$ cat config.mk
export PLATFORM = sky130hd
export DESIGN_NAME = axis_stream_path
export DESIGN_NICKNAME = d
export VERILOG_FILES = /design/src/stream_pkg.sv /design/src/axi_skid_buffer.sv /design/src/axis_byte_order.sv /design/src/axis_pkt_monitor.sv /design/src/axis_stream_path.sv
export VERILOG_INCLUDE_DIRS = /design/src
export SDC_FILE = /design/constraint.sdc
export NUM_CORES = 1
export LEC_CHECK = 0
export BUFFER_PORTS_ARGS = -buffer_cell sky130_fd_sc_hd__buf_2
export CORE_AREA = 2 2 144 146
export DETAILED_ROUTE_END_ITERATION = 12
export DIE_AREA = 0 0 146 148
export GPL_TIMING_DRIVEN = 1
export MAX_ROUTING_LAYER = met4
export PLACE_DENSITY = 0.84
export SLEW_MARGIN = 20
export SYNTH_ARGS = -nofsm -noshare
export SYNTH_HDL_FRONTEND = slang
export SYNTH_SLANG_ARGS = --single-unit
$ cat constraint.sdc
create_clock -name i_axi_aclk -period 10.14 [get_ports i_axi_aclk]
set_input_delay 2.535 -clock i_axi_aclk [delete_from_list [all_inputs] [get_ports i_axi_aclk]]
set_output_delay 2.535 -clock i_axi_aclk [all_outputs]
set_load 0.01 [all_outputs]
$ cat src/stream_settings.svh
`ifndef STREAM_SETTINGS_SVH
`define STREAM_SETTINGS_SVH

// Beat payload width, a whole number of bytes
`define STREAM_DATA_WIDTH 32

// Skid buffer depths, each one of 2, 4, 6 or 8
`define STREAM_IN_SKID_DEPTH 4
`define STREAM_OUT_SKID_DEPTH 2

// Packet and beat counter width in the monitor
`define STREAM_CNT_WIDTH 16

`endif

$ cat src/stream_pkg.sv
`include "stream_settings.svh"

package stream_pkg;

    // One AXI-Stream beat as it moves through the data path
    // Payload in the upper bits, end-of-packet marker in bit 0
    typedef struct packed {
        logic [`STREAM_DATA_WIDTH-1:0] data;
        logic                          last;
    } t_axis_beat;

endpackage : stream_pkg

$ cat src/axi_skid_buffer.sv
`timescale 1ns/1ns

module axi_skid_buffer #(
    parameter int SKID_DEPTH = 2
) (
    input  logic                   i_axi_aclk,
    input  logic                   i_axi_aresetn,

    // Write side
    input  logic                   i_wr_valid,
    output logic                   o_wr_ready,
    input  stream_pkg::t_axis_beat i_wr_beat,

    // Read side
    output logic                   o_rd_valid,
    input  logic                   i_rd_ready,
    output logic [3:0]             o_rd_count,
    output stream_pkg::t_axis_beat o_rd_beat
);

    import stream_pkg::*;

    t_axis_beat r_slot  [SKID_DEPTH];
    t_axis_beat w_shift [SKID_DEPTH];
    logic [3:0] r_count;
    logic [3:0] w_wr_idx;
    logic       w_wr_xfer;
    logic       w_rd_xfer;

    assign w_wr_xfer = i_wr_valid & o_wr_ready;
    assign w_rd_xfer = o_rd_valid & i_rd_ready;

    // A read frees slot 0, so the new beat lands one slot lower
    assign w_wr_idx = w_rd_xfer ? (r_count - 4'd1) : r_count;

    // Contents after a read, top slot keeps its old value
    always_comb begin
        for (int i = 0; i < SKID_DEPTH - 1; i++) begin
            w_shift[i] = r_slot[i + 1];
        end
        w_shift[SKID_DEPTH-1] = r_slot[SKID_DEPTH-1];
    end

    always_ff @(posedge i_axi_aclk) begin
        for (int i = 0; i < SKID_DEPTH; i++) begin
            if (w_wr_xfer && (w_wr_idx == i)) begin
                r_slot[i] <= i_wr_beat;
            end else if (w_rd_xfer) begin
                r_slot[i] <= w_shift[i];
            end
        end
    end

    always_ff @(posedge i_axi_aclk or negedge i_axi_aresetn) begin
        if (!i_axi_aresetn) begin
            r_count <= 4'd0;
        end else if (w_wr_xfer && !w_rd_xfer) begin
            r_count <= r_count + 4'd1;
        end else if (!w_wr_xfer && w_rd_xfer) begin
            r_count <= r_count - 4'd1;
        end
    end

    // Flags look one cycle ahead using this cycle's transfers
    always_ff @(posedge i_axi_aclk or negedge i_axi_aresetn) begin
        if (!i_axi_aresetn) begin
            o_wr_ready <= 1'b0;
            o_rd_valid <= 1'b0;
        end else begin
            o_wr_ready <= (r_count <= SKID_DEPTH - 2) ||
                          (r_count == SKID_DEPTH - 1 && (!w_wr_xfer || w_rd_xfer)) ||
                          (r_count == SKID_DEPTH && w_rd_xfer);
            o_rd_valid <= (r_count >= 4'd2) ||
                          (r_count == 4'd1 && (!w_rd_xfer || w_wr_xfer)) ||
                          (r_count == 4'd0 && w_wr_xfer);
        end
    end

    assign o_rd_beat  = r_slot[0];
    assign o_rd_count = r_count;

endmodule : axi_skid_buffer

$ cat src/axis_byte_order.sv
`timescale 1ns/1ns

`include "stream_settings.svh"

module axis_byte_order (
    input  logic                   i_axi_aclk,
    input  logic                   i_axi_aresetn,

    // Upstream side
    input  logic                   i_valid,
    output logic                   o_ready,
    input  stream_pkg::t_axis_beat i_beat,

    // Level control, sampled at packet start
    input  logic                   i_swap_en,

    // Downstream side
    output logic                   o_valid,
    input  logic                   i_ready,
    output stream_pkg::t_axis_beat o_beat
);

    import stream_pkg::*;

    localparam int NUM_BYTES = `STREAM_DATA_WIDTH / 8;

    logic [`STREAM_DATA_WIDTH-1:0] w_swapped;
    logic                          w_in_xfer;
    logic                          w_swap_now;
    logic                          r_in_pkt;
    logic                          r_swap_sel;

    // Stage accepts when empty or when its beat leaves this cycle
    assign o_ready   = !o_valid || i_ready;
    assign w_in_xfer = i_valid && o_ready;

    // First beat uses the live input, later beats the latched choice
    assign w_swap_now = r_in_pkt ? r_swap_sel : i_swap_en;

    always_comb begin
        for (int b = 0; b < NUM_BYTES; b++) begin
            w_swapped[b*8 +: 8] = i_beat.data[(NUM_BYTES-1-b)*8 +: 8];
        end
    end

    always_ff @(posedge i_axi_aclk or negedge i_axi_aresetn) begin
        if (!i_axi_aresetn) begin
            o_valid    <= 1'b0;
            r_in_pkt   <= 1'b0;
            r_swap_sel <= 1'b0;
        end else begin
            if (w_in_xfer) begin
                o_valid  <= 1'b1;
                r_in_pkt <= !i_beat.last;
                if (!r_in_pkt) begin
                    r_swap_sel <= i_swap_en;
                end
            end else if (i_ready) begin
                o_valid <= 1'b0;
            end
        end
    end

    // Last flag is never touched by the swap
    always_ff @(posedge i_axi_aclk) begin
        if (w_in_xfer) begin
            o_beat.data <= w_swap_now ? w_swapped : i_beat.data;
            o_beat.last <= i_beat.last;
        end
    end

endmodule : axis_byte_order

$ cat src/axis_pkt_monitor.sv
`timescale 1ns/1ns

`include "stream_settings.svh"

module axis_pkt_monitor (
    input  logic                         i_axi_aclk,
    input  logic                         i_axi_aresetn,

    // Observed handshake, no influence on the stream
    input  logic                         i_valid,
    input  logic                         i_ready,
    input  logic                         i_last,

    // Running totals, wrapping at full scale
    output logic [`STREAM_CNT_WIDTH-1:0] o_pkt_count,
    output logic [`STREAM_CNT_WIDTH-1:0] o_beat_count
);

    logic w_xfer;

    assign w_xfer = i_valid && i_ready;

    // Every transfer is a beat
    always_ff @(posedge i_axi_aclk or negedge i_axi_aresetn) begin
        if (!i_axi_aresetn) begin
            o_beat_count <= '0;
        end else if (w_xfer) begin
            o_beat_count <= o_beat_count + 1'b1;
        end
    end

    // A packet completes on the beat carrying last
    always_ff @(posedge i_axi_aclk or negedge i_axi_aresetn) begin
        if (!i_axi_aresetn) begin
            o_pkt_count <= '0;
        end else if (w_xfer && i_last) begin
            o_pkt_count <= o_pkt_count + 1'b1;
        end
    end

endmodule : axis_pkt_monitor

$ cat src/axis_stream_path.sv
`timescale 1ns/1ns

`include "stream_settings.svh"

module axis_stream_path (
    input  logic                         i_axi_aclk,
    input  logic                         i_axi_aresetn,

    // Input stream
    input  logic                         i_in_valid,
    output logic                         o_in_ready,
    input  stream_pkg::t_axis_beat       i_in_beat,

    // Byte order select, level
    input  logic                         i_swap_en,

    // Output stream
    output logic                         o_out_valid,
    input  logic                         i_out_ready,
    output stream_pkg::t_axis_beat       o_out_beat,

    // Status
    output logic [3:0]                   o_in_fill,
    output logic [`STREAM_CNT_WIDTH-1:0] o_pkt_count,
    output logic [`STREAM_CNT_WIDTH-1:0] o_beat_count
);

    import stream_pkg::*;

    // Input buffer to byte-order stage
    logic       s1_valid;
    logic       s1_ready;
    t_axis_beat s1_beat;

    // Byte-order stage to output buffer
    logic       s2_valid;
    logic       s2_ready;
    t_axis_beat s2_beat;

    axi_skid_buffer #(
        .SKID_DEPTH (`STREAM_IN_SKID_DEPTH)
    ) in_skid_i (
        .i_axi_aclk    (i_axi_aclk),
        .i_axi_aresetn (i_axi_aresetn),
        .i_wr_valid    (i_in_valid),
        .o_wr_ready    (o_in_ready),
        .i_wr_beat     (i_in_beat),
        .o_rd_valid    (s1_valid),
        .i_rd_ready    (s1_ready),
        .o_rd_count    (o_in_fill),
        .o_rd_beat     (s1_beat)
    );

    axis_byte_order byte_order_i (
        .i_axi_aclk    (i_axi_aclk),
        .i_axi_aresetn (i_axi_aresetn),
        .i_valid       (s1_valid),
        .o_ready       (s1_ready),
        .i_beat        (s1_beat),
        .i_swap_en     (i_swap_en),
        .o_valid       (s2_valid),
        .i_ready       (s2_ready),
        .o_beat        (s2_beat)
    );

    // Occupancy of the output buffer is not reported
    axi_skid_buffer #(
        .SKID_DEPTH (`STREAM_OUT_SKID_DEPTH)
    ) out_skid_i (
        .i_axi_aclk    (i_axi_aclk),
        .i_axi_aresetn (i_axi_aresetn),
        .i_wr_valid    (s2_valid),
        .o_wr_ready    (s2_ready),
        .i_wr_beat     (s2_beat),
        .o_rd_valid    (o_out_valid),
        .i_rd_ready    (i_out_ready),
        .o_rd_count    (),
        .o_rd_beat     (o_out_beat)
    );

    axis_pkt_monitor monitor_i (
        .i_axi_aclk    (i_axi_aclk),
        .i_axi_aresetn (i_axi_aresetn),
        .i_valid       (o_out_valid),
        .i_ready       (i_out_ready),
        .i_last        (o_out_beat.last),
        .o_pkt_count   (o_pkt_count),
        .o_beat_count  (o_beat_count)
    );

endmodule : axis_stream_path

# Word level (Yosys, flattened, before mapping)
# Memory sizes are Yosys's and may differ from the RTL's.
# Cells that the tools add are included.
# word_totals
ff_bits,80
ram_bits,198
in_bits,38
out_inout_bits,71
elab_cells,133
n_memories,2
# classes
addsub,6
magnitude_cmp,4
n_eq_ne,9
muxes,42
bitwise,10
reduce_logical,47
# memory_table
name,depth,word_bits,read_ports,rd_clocked_by_memory_dff,write_ports,line,source
in_skid_i.r_slot,4,33,4,0,4,axi_skid_buffer.sv:23,t_axis_beat r_slot [SKID_DEPTH];
out_skid_i.r_slot,2,33,2,0,2,axi_skid_buffer.sv:23,
# op_table
op,n
$mux 33,6
$add 16x1->16 const B,2
$mux 32,1
$mux 1,29
$mux 4,6
$logic_and 1x1->1,21
$eq 4x1->1 const B,4
$eq 4x2->1 const B,4
$logic_not 4->1,4
$logic_or 1x1->1,13
$add 4x1->4 const B,2
$ge 4x2->1 const B,2
$sub 4x1->4 const B,2
$logic_not 1->1,6
$or 1x1->1,6
$reduce_bool 2->1,3
$and 1x1->1,4
$eq 4x3->1 const B,1
$le 4x1->1 const B,1
$le 4x2->1 const B,1

# Longest topological paths before layout
# Gate-level depths: netlist of run 1.
# logic_depth
depth_word,9
depth_mapped,9
ltp_nobuf,6

# Modules after synthesis
# From an unflattened synthesis of run 1, not the netlist that was laid out.
# unflattened
hier_cells,689
area_unflattened_um2,12071.6
# by_module_without_submodules
mod,instances,cells_per_inst,area_each_um2,seq_area_each_um2
axi_skid_buffer (in_skid_i),1,338,6004.5,4113.9
axi_skid_buffer (out_skid_i),1,152,2984.1,2132.0
axis_byte_order,1,79,1644.1,1066.0
axis_pkt_monitor,1,120,1438.9,800.8

# Worst setup path before layout of run 1
# Ideal clock, no wire load.
# synth_timing
kind,input -> register
startpoint,input port i_out_ready
endpoint,"memory out_skid_i.r_slot[1][0] (netlist bit), enable pin"
setup_ps,602
arrival_ps,8381
slack_ps,1157
cell_stages,6
path_buffers,1
path_cell_list,nand2_1 -> inv_1 -> buf_2 -> nor4_1 -> a31oi_1 -> a2111oi_0
# synth_lines
item,line,source
start: declaration,axis_stream_path.sv:19,"input logic i_out_ready,"
end: declaration,axi_skid_buffer.sv:23,

==> metrics.md, run 1 <==
| Metric | Value |
|---|---|
| Vias in the first global route | `6,122` |
| Register bit count reported by yosys | `278` |
| # setup viols final | `0` |
| FMAX | `244.9 MHz` |
| Fin area | `13,470 µm²` |
| CP required | `10.32 ns` |
| Final WL | `20,850 µm` |
| Cts hold-fix bufs | `0` |
| First-pass iteration count of the detailed router | `4` |
| RSZ-0062 raised after global routing | `false` |
| Synth cell types | `50` |
| Layout cells sized above 1 | `0.3863` |
| Final Max Slew Viols | `0` |
| GPL Wtd Cong | `0.8098` |
| Initial antenna violation count | `0` |
| Num CTS Buffers | `28` |
| Crit Path Category | `input port to flop` |
| Vias per cell | `5.580` |
| Hpwl dp | `13,470 µm` |
| I/O pin cnt | `109` |
| Syn_nets | `713` |
| Clock latency on the worst-skew pair | `0.54 ns` |
| Largest net degree at the start of global routing | `48` |
| CP Capture Type | `flop` |
| Worst-Margin Slew | `0.7980 ns` |
| Clock transition at the registers of the reported paths | `0.06 ns` |
| Post-Syn Area | `11,760 µm²` |
| Post-CTS Resized | `0` |
| Placed cell areas | `12,560 µm²` |
| Post-synth top flop | `edfxtp_1` |
| Die Y-Extent | `148 µm` |
| Post-CTS Setup Repair Bufs | `0` |
| Initial Util | `0.5870` |
| Clk sink count | `278` |
| Die area | `21,610 µm²` |
| Worst Path Max Fanout | `33` |
| VDD IR max | `0.0001950 V` |
| Outcome | `finished, final reports clean` |
| # Max-Cap Violations | `0` |
| H-tree levels | `1` |
| Core ar. | `20,040 µm²` |
| Final Skew | `0.01931 ns` |
| Hold Path Class | `flop to flop` |
| Hold Slack | `0.4511 ns` |
| Critical Path AT | `4.26 ns` |
| CTS tree | `done` |
| Slew HR | `0.4672` |
| 1st-iter DRT viols | `270` |
| Root buf cell | `clkbuf_16` |
| Setup TNS | `0 ns` |
| Via count | `5,999` |
| Drt wl/cell | `19.39 µm` |
| Area grow syn2layout | `14.52%` |
| Startpoint types | `input port` |
| Period utilization | `0.4026` |
| N_diodes | `0` |
| Pwr dens | `298.6 nW/µm²` |
| Post-synthesis instance total | `660` |
| Fin. Hold Viols | `0` |
| Synth warnings | `0` |
| Grt ovf | `0` |
| Max clock buf depth | `3` |
| FILL cells | `1,286` |
| # nets final | `836` |
| All-Layer GR Usage | `0.1993` |
| Die Span X | `146 µm` |
| Final ANT Viol Nets | `0` |
| Ys async rst share | `0.1691` |
| Avg Cell Area, Syn | `17.82 µm²` |
| Register area share after synthesis | `0.6897` |
| Post-synth EDFFs | `231` |
| Minimum clock period | `4.083 ns` |
| First-pass GRT wire length | `33,350 µm` |
| FP Rows | `52` |
| Leak | `0.005110 µW` |
| Port Buffers | `108` |
| Post-route DRC | `0` |
[path summary, 6_finish.rpt]
check	start	to	slack, ns	cells after the start
hold reg to reg	in_skid_i.r_slot[0][0]	byte_order_i.o_beat[0]	0.45	0
setup reg to reg	in_skid_i.o_rd_count[0]	in_skid_i.r_slot[1][15]	7.10	7
min in group asynchronous	i_axi_aresetn	monitor_i.o_beat_count[5]	2.00	1
hold / removal	in_skid_i.r_slot[0][0]	byte_order_i.o_beat[0]	0.45	0
max in group asynchronous	i_axi_aresetn	monitor_i.o_pkt_count[15]	7.73	1
setup / recovery	i_out_ready	out_skid_i.r_slot[1][17]	6.06	7
[synthesized netlist by cell type (2+ instances only)]
master	number	area (µm²)
nand2b_1	3	18.77
buf_12	3	60.06
a2111oi_0	2	17.52
o21ai_0	6	30.03
buf_4	5	37.54
and4_1	4	35.03
and3_1	3	18.77
nand2_1	29	108.9
or2_2	2	12.51
ha_1	15	187.7
nand4_1	13	81.33
a21oi_1	5	25.02
xnor2_1	26	227.7
or3_1	3	18.77
xor2_1	14	122.6
inv_1	10	37.54
buf_2	10	50.05
buf_6	6	67.56
mux2_2	75	844.6
or4_1	3	22.52
mux2i_1	3	30.03
nor2_1	11	41.29
nand3_1	9	45.04
mux2_4	60	900.9
mux2_1	30	337.8
dfrtp_1	47	1176
edfxtp_1	231	6937
o31ai_1	6	45.04
nor3_1	5	25.02
[layout make-up]
| type | instances | area, µm² | share of cell area |
|---|---|---|---|
| tap | 270 | 337.8 | 0.02508 |
| timing repair buffer | 118 | 635.6 | 0.04719 |
| inverter | 12 | 45.04 | 0.003344 |
| sequential | 278 | 8113 | 0.6023 |
| multi-input combinational | 345 | 3468 | 0.2575 |
| clock buffer | 38 | 769.5 | 0.05712 |
| clock inverter | 14 | 101.3 | 0.007524 |
[metal layers]
layer  GRT usage  vias to the layer above  part of all wire
li1            -                     2764                 -
met1      0.2591                     2992              0.43
met2      0.3241                      201              0.49
met3     0.03519                       42             0.053
met4     0.06456                        0             0.023
met5           -                        -                 0
[worst max-delay path, stage by stage]
cell and delay (ns):
buf_2 0.11, nand2_1 0.31, inv_1 0.29, nor4_1 0.25, a31oi_1 0.09, a2111oi_2 0.22, buf_4 0.43
[cell usage in the layout (no fill, tap or decap), types with 2 or more instances in the layout]
cell type,n
o21ai_0,6
o31ai_4,5
mux2_2,75
xor2_1,14
or4_1,3
dfrtp_1,47
and3_1,3
buf_4,10
clkinv_1,5
nand2_1,29
clkbuf_16,30
clkinv_2,5
nor2_1,11
a21oi_1,5
and4_1,4
edfxtp_1,231
nor3_1,5
clkbuf_1,8
nand4_1,13
mux2_4,60
or2_2,2
buf_2,107
clkinvlp_4,3
o31ai_1,2
ha_1,15
xnor2_1,26
mux2i_1,2
or3_1,3
mux2_1,30
inv_1,10
nand3_1,9
nand2b_1,3
[stage by stage]
step / instances / power, µW / util / setup slack, ns
finish: 1075 / 4022 / 0.6722 / 6.057
global route: 1075 / 4216 / 0.6722 / 5.893
CTS: 1074 / 4038 / 0.6705 / 6.000
detailed placement: 1022 / 3049 / 0.6270 / 5.463
global placement: 1022 / 2951 / 0.6270 / 5.569
floorplan: 660 / 2768 / - / 1.157
[registers in the layout (all words and copies together), names as in the netlist]
signal                   count
in_skid_i.r_slot           132
out_skid_i.o_rd_valid        1
byte_order_i.r_swap_sel      1
byte_order_i.o_valid         1
in_skid_i.o_rd_valid         1
in_skid_i.o_rd_count         4
byte_order_i.o_beat         33
out_skid_i.r_slot           66
monitor_i.o_pkt_count       16
out_skid_i.o_wr_ready        1
monitor_i.o_beat_count      16
out_skid_i.o_rd_count        4
in_skid_i.o_wr_ready         1
byte_order_i.r_in_pkt        1
[report_power, final]
part,switching (µW),internal (µW),total (µW)
clock network,411,557,969
logic,606,535,1140
registers,202,1710,1910
total,1220,2800,4020
[logic make-up after synthesis]
| family | count (synthesis) | synth area share |
|---|---|---|
| compound gates | 27 | 0.01851 |
| xor+xnor | 42 | 0.03255 |
| fa+ha+maj | 15 | 0.01596 |
| buf+inv | 37 | 0.02244 |
| flops | 278 | 0.6897 |
| mux | 168 | 0.1797 |
| simple gates | 93 | 0.04117 |
Note: power is estimated with default switching activity, not from simulation.
==> run 2, diff against run 1 <==
Settings changed: CORE_AREA 2 2 144 146 to 2 2 145 147, DIE_AREA 0 0 146 148 to 0 0 147 149, PLACE_DENSITY 0.84 to 0.83.
Clock period 10.14 ns to 4.3 ns, I/O delays scaled along.
==> metrics.md, run 2 (synthesized netlist as in run 1, its figures left out) <==
| Metric | Value |
|---|---|
| 1st-iter DRT viols | `334` |
| Critical Path Max Stage Delay | `0.71 ns` |
| Die Span X | `147 µm` |
| Clk sink count | `278` |
| Tot Pwr | `9594 µW` |
| Clock latency on the worst-skew pair | `0.53 ns` |
| FMAX | `310.0 MHz` |
| Biggest register | `in_skid_i.r_slot` |
| Root buf cell | `clkbuf_16` |
| Hold path cells | `0` |
| Critical Path Stages | `7` |
| Num CTS Buffers | `27` |
| Biggest registers after layout | `in_skid_i.r_slot (132), out_skid_i.r_slot (66), byte_order_i.o_beat (33)` |
| Core ar. | `20,560 µm²` |
| Fin area | `13,550 µm²` |
| Max clock buf depth | `3` |
| Largest register FFs | `132` |
| H-tree levels | `1` |
| Sequential share of power | `0.466` |
| Vias per cell | `5.423` |
| NetSw | `2785 µW` |
| CP required | `4.56 ns` |
| Crit Path Category | `flop to flop` |
| Die area | `21,900 µm²` |
| Outcome | `finished, final reports clean` |
| Clock transition at the registers of the reported paths | `0.06 ns` |
| Post-route DRC | `0` |
| Switch share | `0.2903` |
| Final ANT Viol Nets | `0` |
| Period utilization | `0.7503` |
| Drt wl/cell | `17.66 µm` |
| Layout cells sized above 1 | `0.3881` |
| Worst setup margin | `1.074 ns` |
| Pwr dens | `707.9 nW/µm²` |
| Initial Util | `0.5722` |
| N_diodes | `0` |
| Die Y-Extent | `149 µm` |
| Hpwl dp | `12,640 µm` |
| Reg area | `8113 µm²` |
| FP Rows | `53` |
| Post-CTS Resized | `0` |
| Internal power | `6809 µW` |
| First-pass iteration count of the detailed router | `4` |
| Multi-input combinational cell area | `3473 µm²` |
| CTS tree | `done` |
| Final Skew | `0.02251 ns` |
| RSZ-0062 raised after global routing | `false` |
| Fin. Hold Viols | `0` |
| Cts hold-fix bufs | `0` |
| Area grow syn2layout | `15.21%` |
| Crit path cell chain | `inv_1 -> ha_1 -> xnor2_2 -> nand3_2 -> o31a_2 -> buf_4 -> mux2_4` |
| Most common cell after layout, fill and taps aside | `edfxtp_1` |
| I/O pin cnt | `109` |
| Buf/Inv on CP | `2` |
| First-pass GRT wire length | `30,680 µm` |
| Slew HR | `0.4316` |
| VDD IR max | `0.0003667 V` |
| Pre-CTS setup slack | `1.090 ns` |
| Critical Path AT | `3.49 ns` |
| Minimum clock period | `3.226 ns` |
| Largest net degree at the start of global routing | `48` |
| Clock Power Share | `0.256` |
| Via count | `5,851` |
| Grt ovf | `0` |
| # nets final | `837` |
| All-Layer GR Usage | `0.1784` |
| GPL Wtd Cong | `0.8319` |
| FILL cells | `1,344` |
| Highest-count cells in the layout ignoring fill and taps | `edfxtp_1, buf_2, mux2_2` |
| Final Max Slew Viols | `0` |
| Reg2Reg Depth | `7` |
| Vias in the first global route | `5,954` |
| Post-CTS Setup Repair Bufs | `0` |
| Hold Path Class | `flop to flop` |
| Worst-Margin Slew | `0.8526 ns` |
| Cell family with the largest share of critical-path delay | `compound AO/OA/AOI/OAI gates` |
| Leak | `0.005139 µW` |
| # Max-Cap Violations | `0` |
| Crit-path slowest cell | `o31a_2` |
| Final WL | `19,050 µm` |
| Initial antenna violation count | `0` |
| Worst Path Max Fanout | `26` |
| Placed cell areas | `12,600 µm²` |
| Startpoint types | `flop` |
| Combinational power share | `0.278` |
| # setup viols final | `0` |
| CP Capture Type | `flop` |
| Port Buffers | `108` |
## run 2: cell types whose count changed in the layout (fill, tap and decap cells not counted), moves of 2 or more
cell	previous run	this run
bufinv_16	1	6
clkinv_2	5	3
clkbuf_16	30	28
clkbuf_1	8	6
clkinvlp_2	0	2
buf_4	10	12
clkinvlp_4	3	1
## run 2: layout make-up
type | count | share of cell area
sequential | 278 | 0.5987
timing repair buffer | 120 | 0.04801
multi-input combinational | 345 | 0.2563
tap | 275 | 0.02539
clock buffer | 33 | 0.05152
clock inverter | 16 | 0.01680
inverter | 12 | 0.003324
## run 2: stage by stage
stage | setup TNS, ns | util | hold slack [ns] | instances
floorplan | -17.53 | - | 0.4204 | 660
detailed placement | 0 | 0.6128 | 0.4381 | 1029
CTS | 0 | 0.6579 | 0.4529 | 1078
global route | 0 | 0.6592 | 0.4671 | 1079
global placement | 0 | 0.6128 | 0.4383 | 1029
finish | 0 | 0.6592 | 0.4504 | 1079
## run 2: layer usage
| layer | routed length (µm) | track usage | vias up |
|---|---|---|---|
| met1 | 8465 | 0.2351 | 2928 |
| met5 | 0 | - | - |
| met2 | 9296 | 0.2979 | 145 |
| met3 | 907 | 0.02538 | 26 |
| li1 | - | - | 2752 |
| met4 | 381 | 0.04519 | 0 |
## run 2: power groups by stage
| stage | clock network (µW) | logic, µW | registers [µW] |
|---|---|---|---|
| after floorplan | 0 | 2080 | 4450 |
| after global placement | 0 | 2530 | 4460 |
| after detailed placement | 0 | 2640 | 4520 |
| after CTS | 2500 | 2670 | 4480 |
| after global routing | 2600 | 2870 | 4570 |
| final | 2460 | 2660 | 4470 |
## run 2: final timing paths
path | from | slack (ns) | to
min | byte_order_i.o_beat[28] | 0.45 | out_skid_i.r_slot[1][28]
max reg2reg | in_skid_i.o_rd_count[0] | 1.07 | in_skid_i.r_slot[0][51]
max | in_skid_i.o_rd_count[0] | 1.07 | in_skid_i.r_slot[0][51]
min in group asynchronous | i_axi_aresetn | 0.56 | monitor_i.o_beat_count[4]
max in group asynchronous | i_axi_aresetn | 3.32 | monitor_i.o_pkt_count[15]
min reg2reg | byte_order_i.o_beat[28] | 0.45 | out_skid_i.r_slot[1][28]
==> run 3, diff against run 2 <==
Clock period 4.3 ns to 3.05 ns, I/O delays scaled along.
==> metrics.md, run 3 (synthesized netlist as in run 1, its figures left out) <==
| Metric | Value |
|---|---|
| Crit Path Category | `flop to flop` |
| First-pass iteration count of the detailed router | `5` |
| Vias in the first global route | `6,034` |
| Leak | `0.005140 µW` |
| RSZ-0062 raised after global routing | `false` |
| Biggest register | `in_skid_i.r_slot` |
| Outcome | `finished, final reports clean` |
| Highest-count cells in the layout ignoring fill and taps | `edfxtp_1, buf_2, mux2_2` |
| FMAX | `388.2 MHz` |
| Critical Path AT | `2.75 ns` |
| Minimum clock period | `2.576 ns` |
| Root buf cell | `clkbuf_16` |
| Period utilization | `0.8447` |
| Met1 GRT Util | `0.2474` |
| Post-CTS Resized | `0` |
| All-Layer GR Usage | `0.1835` |
| Initial Util | `0.5722` |
| Fin area | `13,550 µm²` |
| Vias per cell | `5.403` |
| Biggest registers after layout | `in_skid_i.r_slot (132), out_skid_i.r_slot (66), byte_order_i.o_beat (33)` |
| Post-route DRC | `0` |
| Die Span X | `147 µm` |
| VDD IR max | `0.0004925 V` |
| Clock latency on the worst-skew pair | `0.52 ns` |
| Drt wl/cell | `17.74 µm` |
| Core ar. | `20,560 µm²` |
| Post-CTS Setup Repair Bufs | `0` |
| GPL Wtd Cong | `0.8459` |
| Layout cells sized above 1 | `0.3883` |
| Startpoint types | `flop` |
| Multi-input combinational cell area | `3481 µm²` |
| Worst-Margin Slew | `0.5794 ns` |
| # Max-Cap Violations | `0` |
| Worst setup margin | `0.4737 ns` |
| Most common cell after layout, fill and taps aside | `edfxtp_1` |
| CTS tree | `done` |
| Worst R2R Setup Slack | `0.47 ns` |
| H-tree levels | `1` |
| Cts hold-fix bufs | `0` |
| Fin. Hold Viols | `0` |
| Hpwl dp | `12,530 µm` |
| Port Buffers | `108` |
| # nets final | `840` |
| CP required | `3.23 ns` |
| Initial antenna violation count | `0` |
| FILL cells | `1,354` |
| First-pass GRT wire length | `31,420 µm` |
| FP Rows | `53` |
| Largest net degree at the start of global routing | `48` |
| Final Max Slew Viols | `0` |
| Die area | `21,900 µm²` |
| R2r startpoint | `out_skid_i.o_rd_count[0]` |
| I/O pin cnt | `109` |
| Area grow syn2layout | `15.17%` |
| CP Capture Type | `flop` |
| Worst r2r dst | `out_skid_i.r_slot[1][17]` |
| Gr busiest metal | `met2` |
| Pre-CTS setup slack | `0.3931 ns` |
| Pwr dens | `989.5 nW/µm²` |
| Grt met3 use | `0.02722` |
| Grt ovf | `0` |
| Num CTS Buffers | `28` |
| Placed cell areas | `12,650 µm²` |
| Slew HR | `0.6138` |
| Largest register FFs | `132` |
| Die Y-Extent | `149 µm` |
| Reg area | `8113 µm²` |
| Worst Path Max Fanout | `33` |
| Max clock buf depth | `3` |
| GR Util met2 | `0.3002` |
| Final ANT Viol Nets | `0` |
| Via count | `5,846` |
| Setup TNS | `0 ns` |
| Final Skew | `0.007302 ns` |
| 1st-iter DRT viols | `324` |
| # setup viols final | `0` |
| Reg2Reg Depth | `6` |
| Final WL | `19,190 µm` |
| Hold Slack | `0.2504 ns` |
| Clock transition at the registers of the reported paths | `0.06 ns` |
| Clk sink count | `278` |
| Hold Path Class | `input port to asynchronous set/reset pin` |
run 3: cell types whose count changed in the layout (fill, tap and decap cells not counted), sizes merged:
cell      delta
diode        +1
bufinv       -3
clkinv       +4
buf          +3
clkinvlp     -2
run 3: critical path, cell delays in order (launching register included):
cell	delay, ns
dfrtp_1	0.53
inv_1	0.16
ha_1	0.33
o31ai_1	0.31
a31oi_1	0.17
a2111oi_4	0.31
buf_4	0.42
run 3: worst max-delay path by stage:
stage                     cells after the start                      from                        to
after detailed placement                      7               i_out_ready  out_skid_i.r_slot[1][13]
after global placement                        7               i_out_ready  out_skid_i.r_slot[1][21]
final                                         6  out_skid_i.o_rd_count[0]  out_skid_i.r_slot[1][17]
after global routing                          6  out_skid_i.o_rd_count[0]  out_skid_i.r_slot[1][21]
after floorplan                               3                i_in_valid    in_skid_i.r_slot[0][0]
after CTS                                     7   in_skid_i.o_rd_count[1]   in_skid_i.r_slot[1][31]
run 3: cell type report:
type | instances | area share
clock buffers | 34 | 0.05496
inverters | 12 | 0.003325
diodes | 1 | 0.0001847
flip-flops and latches | 278 | 0.5989
multi-input cells | 345 | 0.2570
repair buffers | 122 | 0.04969
well taps | 275 | 0.02540
clock inverters | 15 | 0.01062
run 3: layer usage:
metal	wire length [µm]	part of all wire
met5	0	0
met4	235	0.012
met3	842	0.044
met2	9485	0.49
met1	8627	0.45
run 3: where the power goes:
| group | switching, µW | leakage, µW | internal (µW) |
|---|---|---|---|
| Clock | 1310 | 0.000432 | 1970 |
| Combinational | 2040 | 0.00198 | 1810 |
| Sequential | 586 | 0.00273 | 5680 |
| Total | 3940 | 0.00514 | 9470 |
run 3: stage by stage:
stage | util | total power, µW | cells
2_1_floorplan | - | 9218 | 660
3_3_place_gp | 0.6155 | 9936 | 1032
3_5_place_dp | 0.6155 | 10190 | 1032
4_1_cts | 0.6587 | 13530 | 1081
5_1_grt | 0.6589 | 14090 | 1081
6_report | 0.6590 | 13400 | 1082
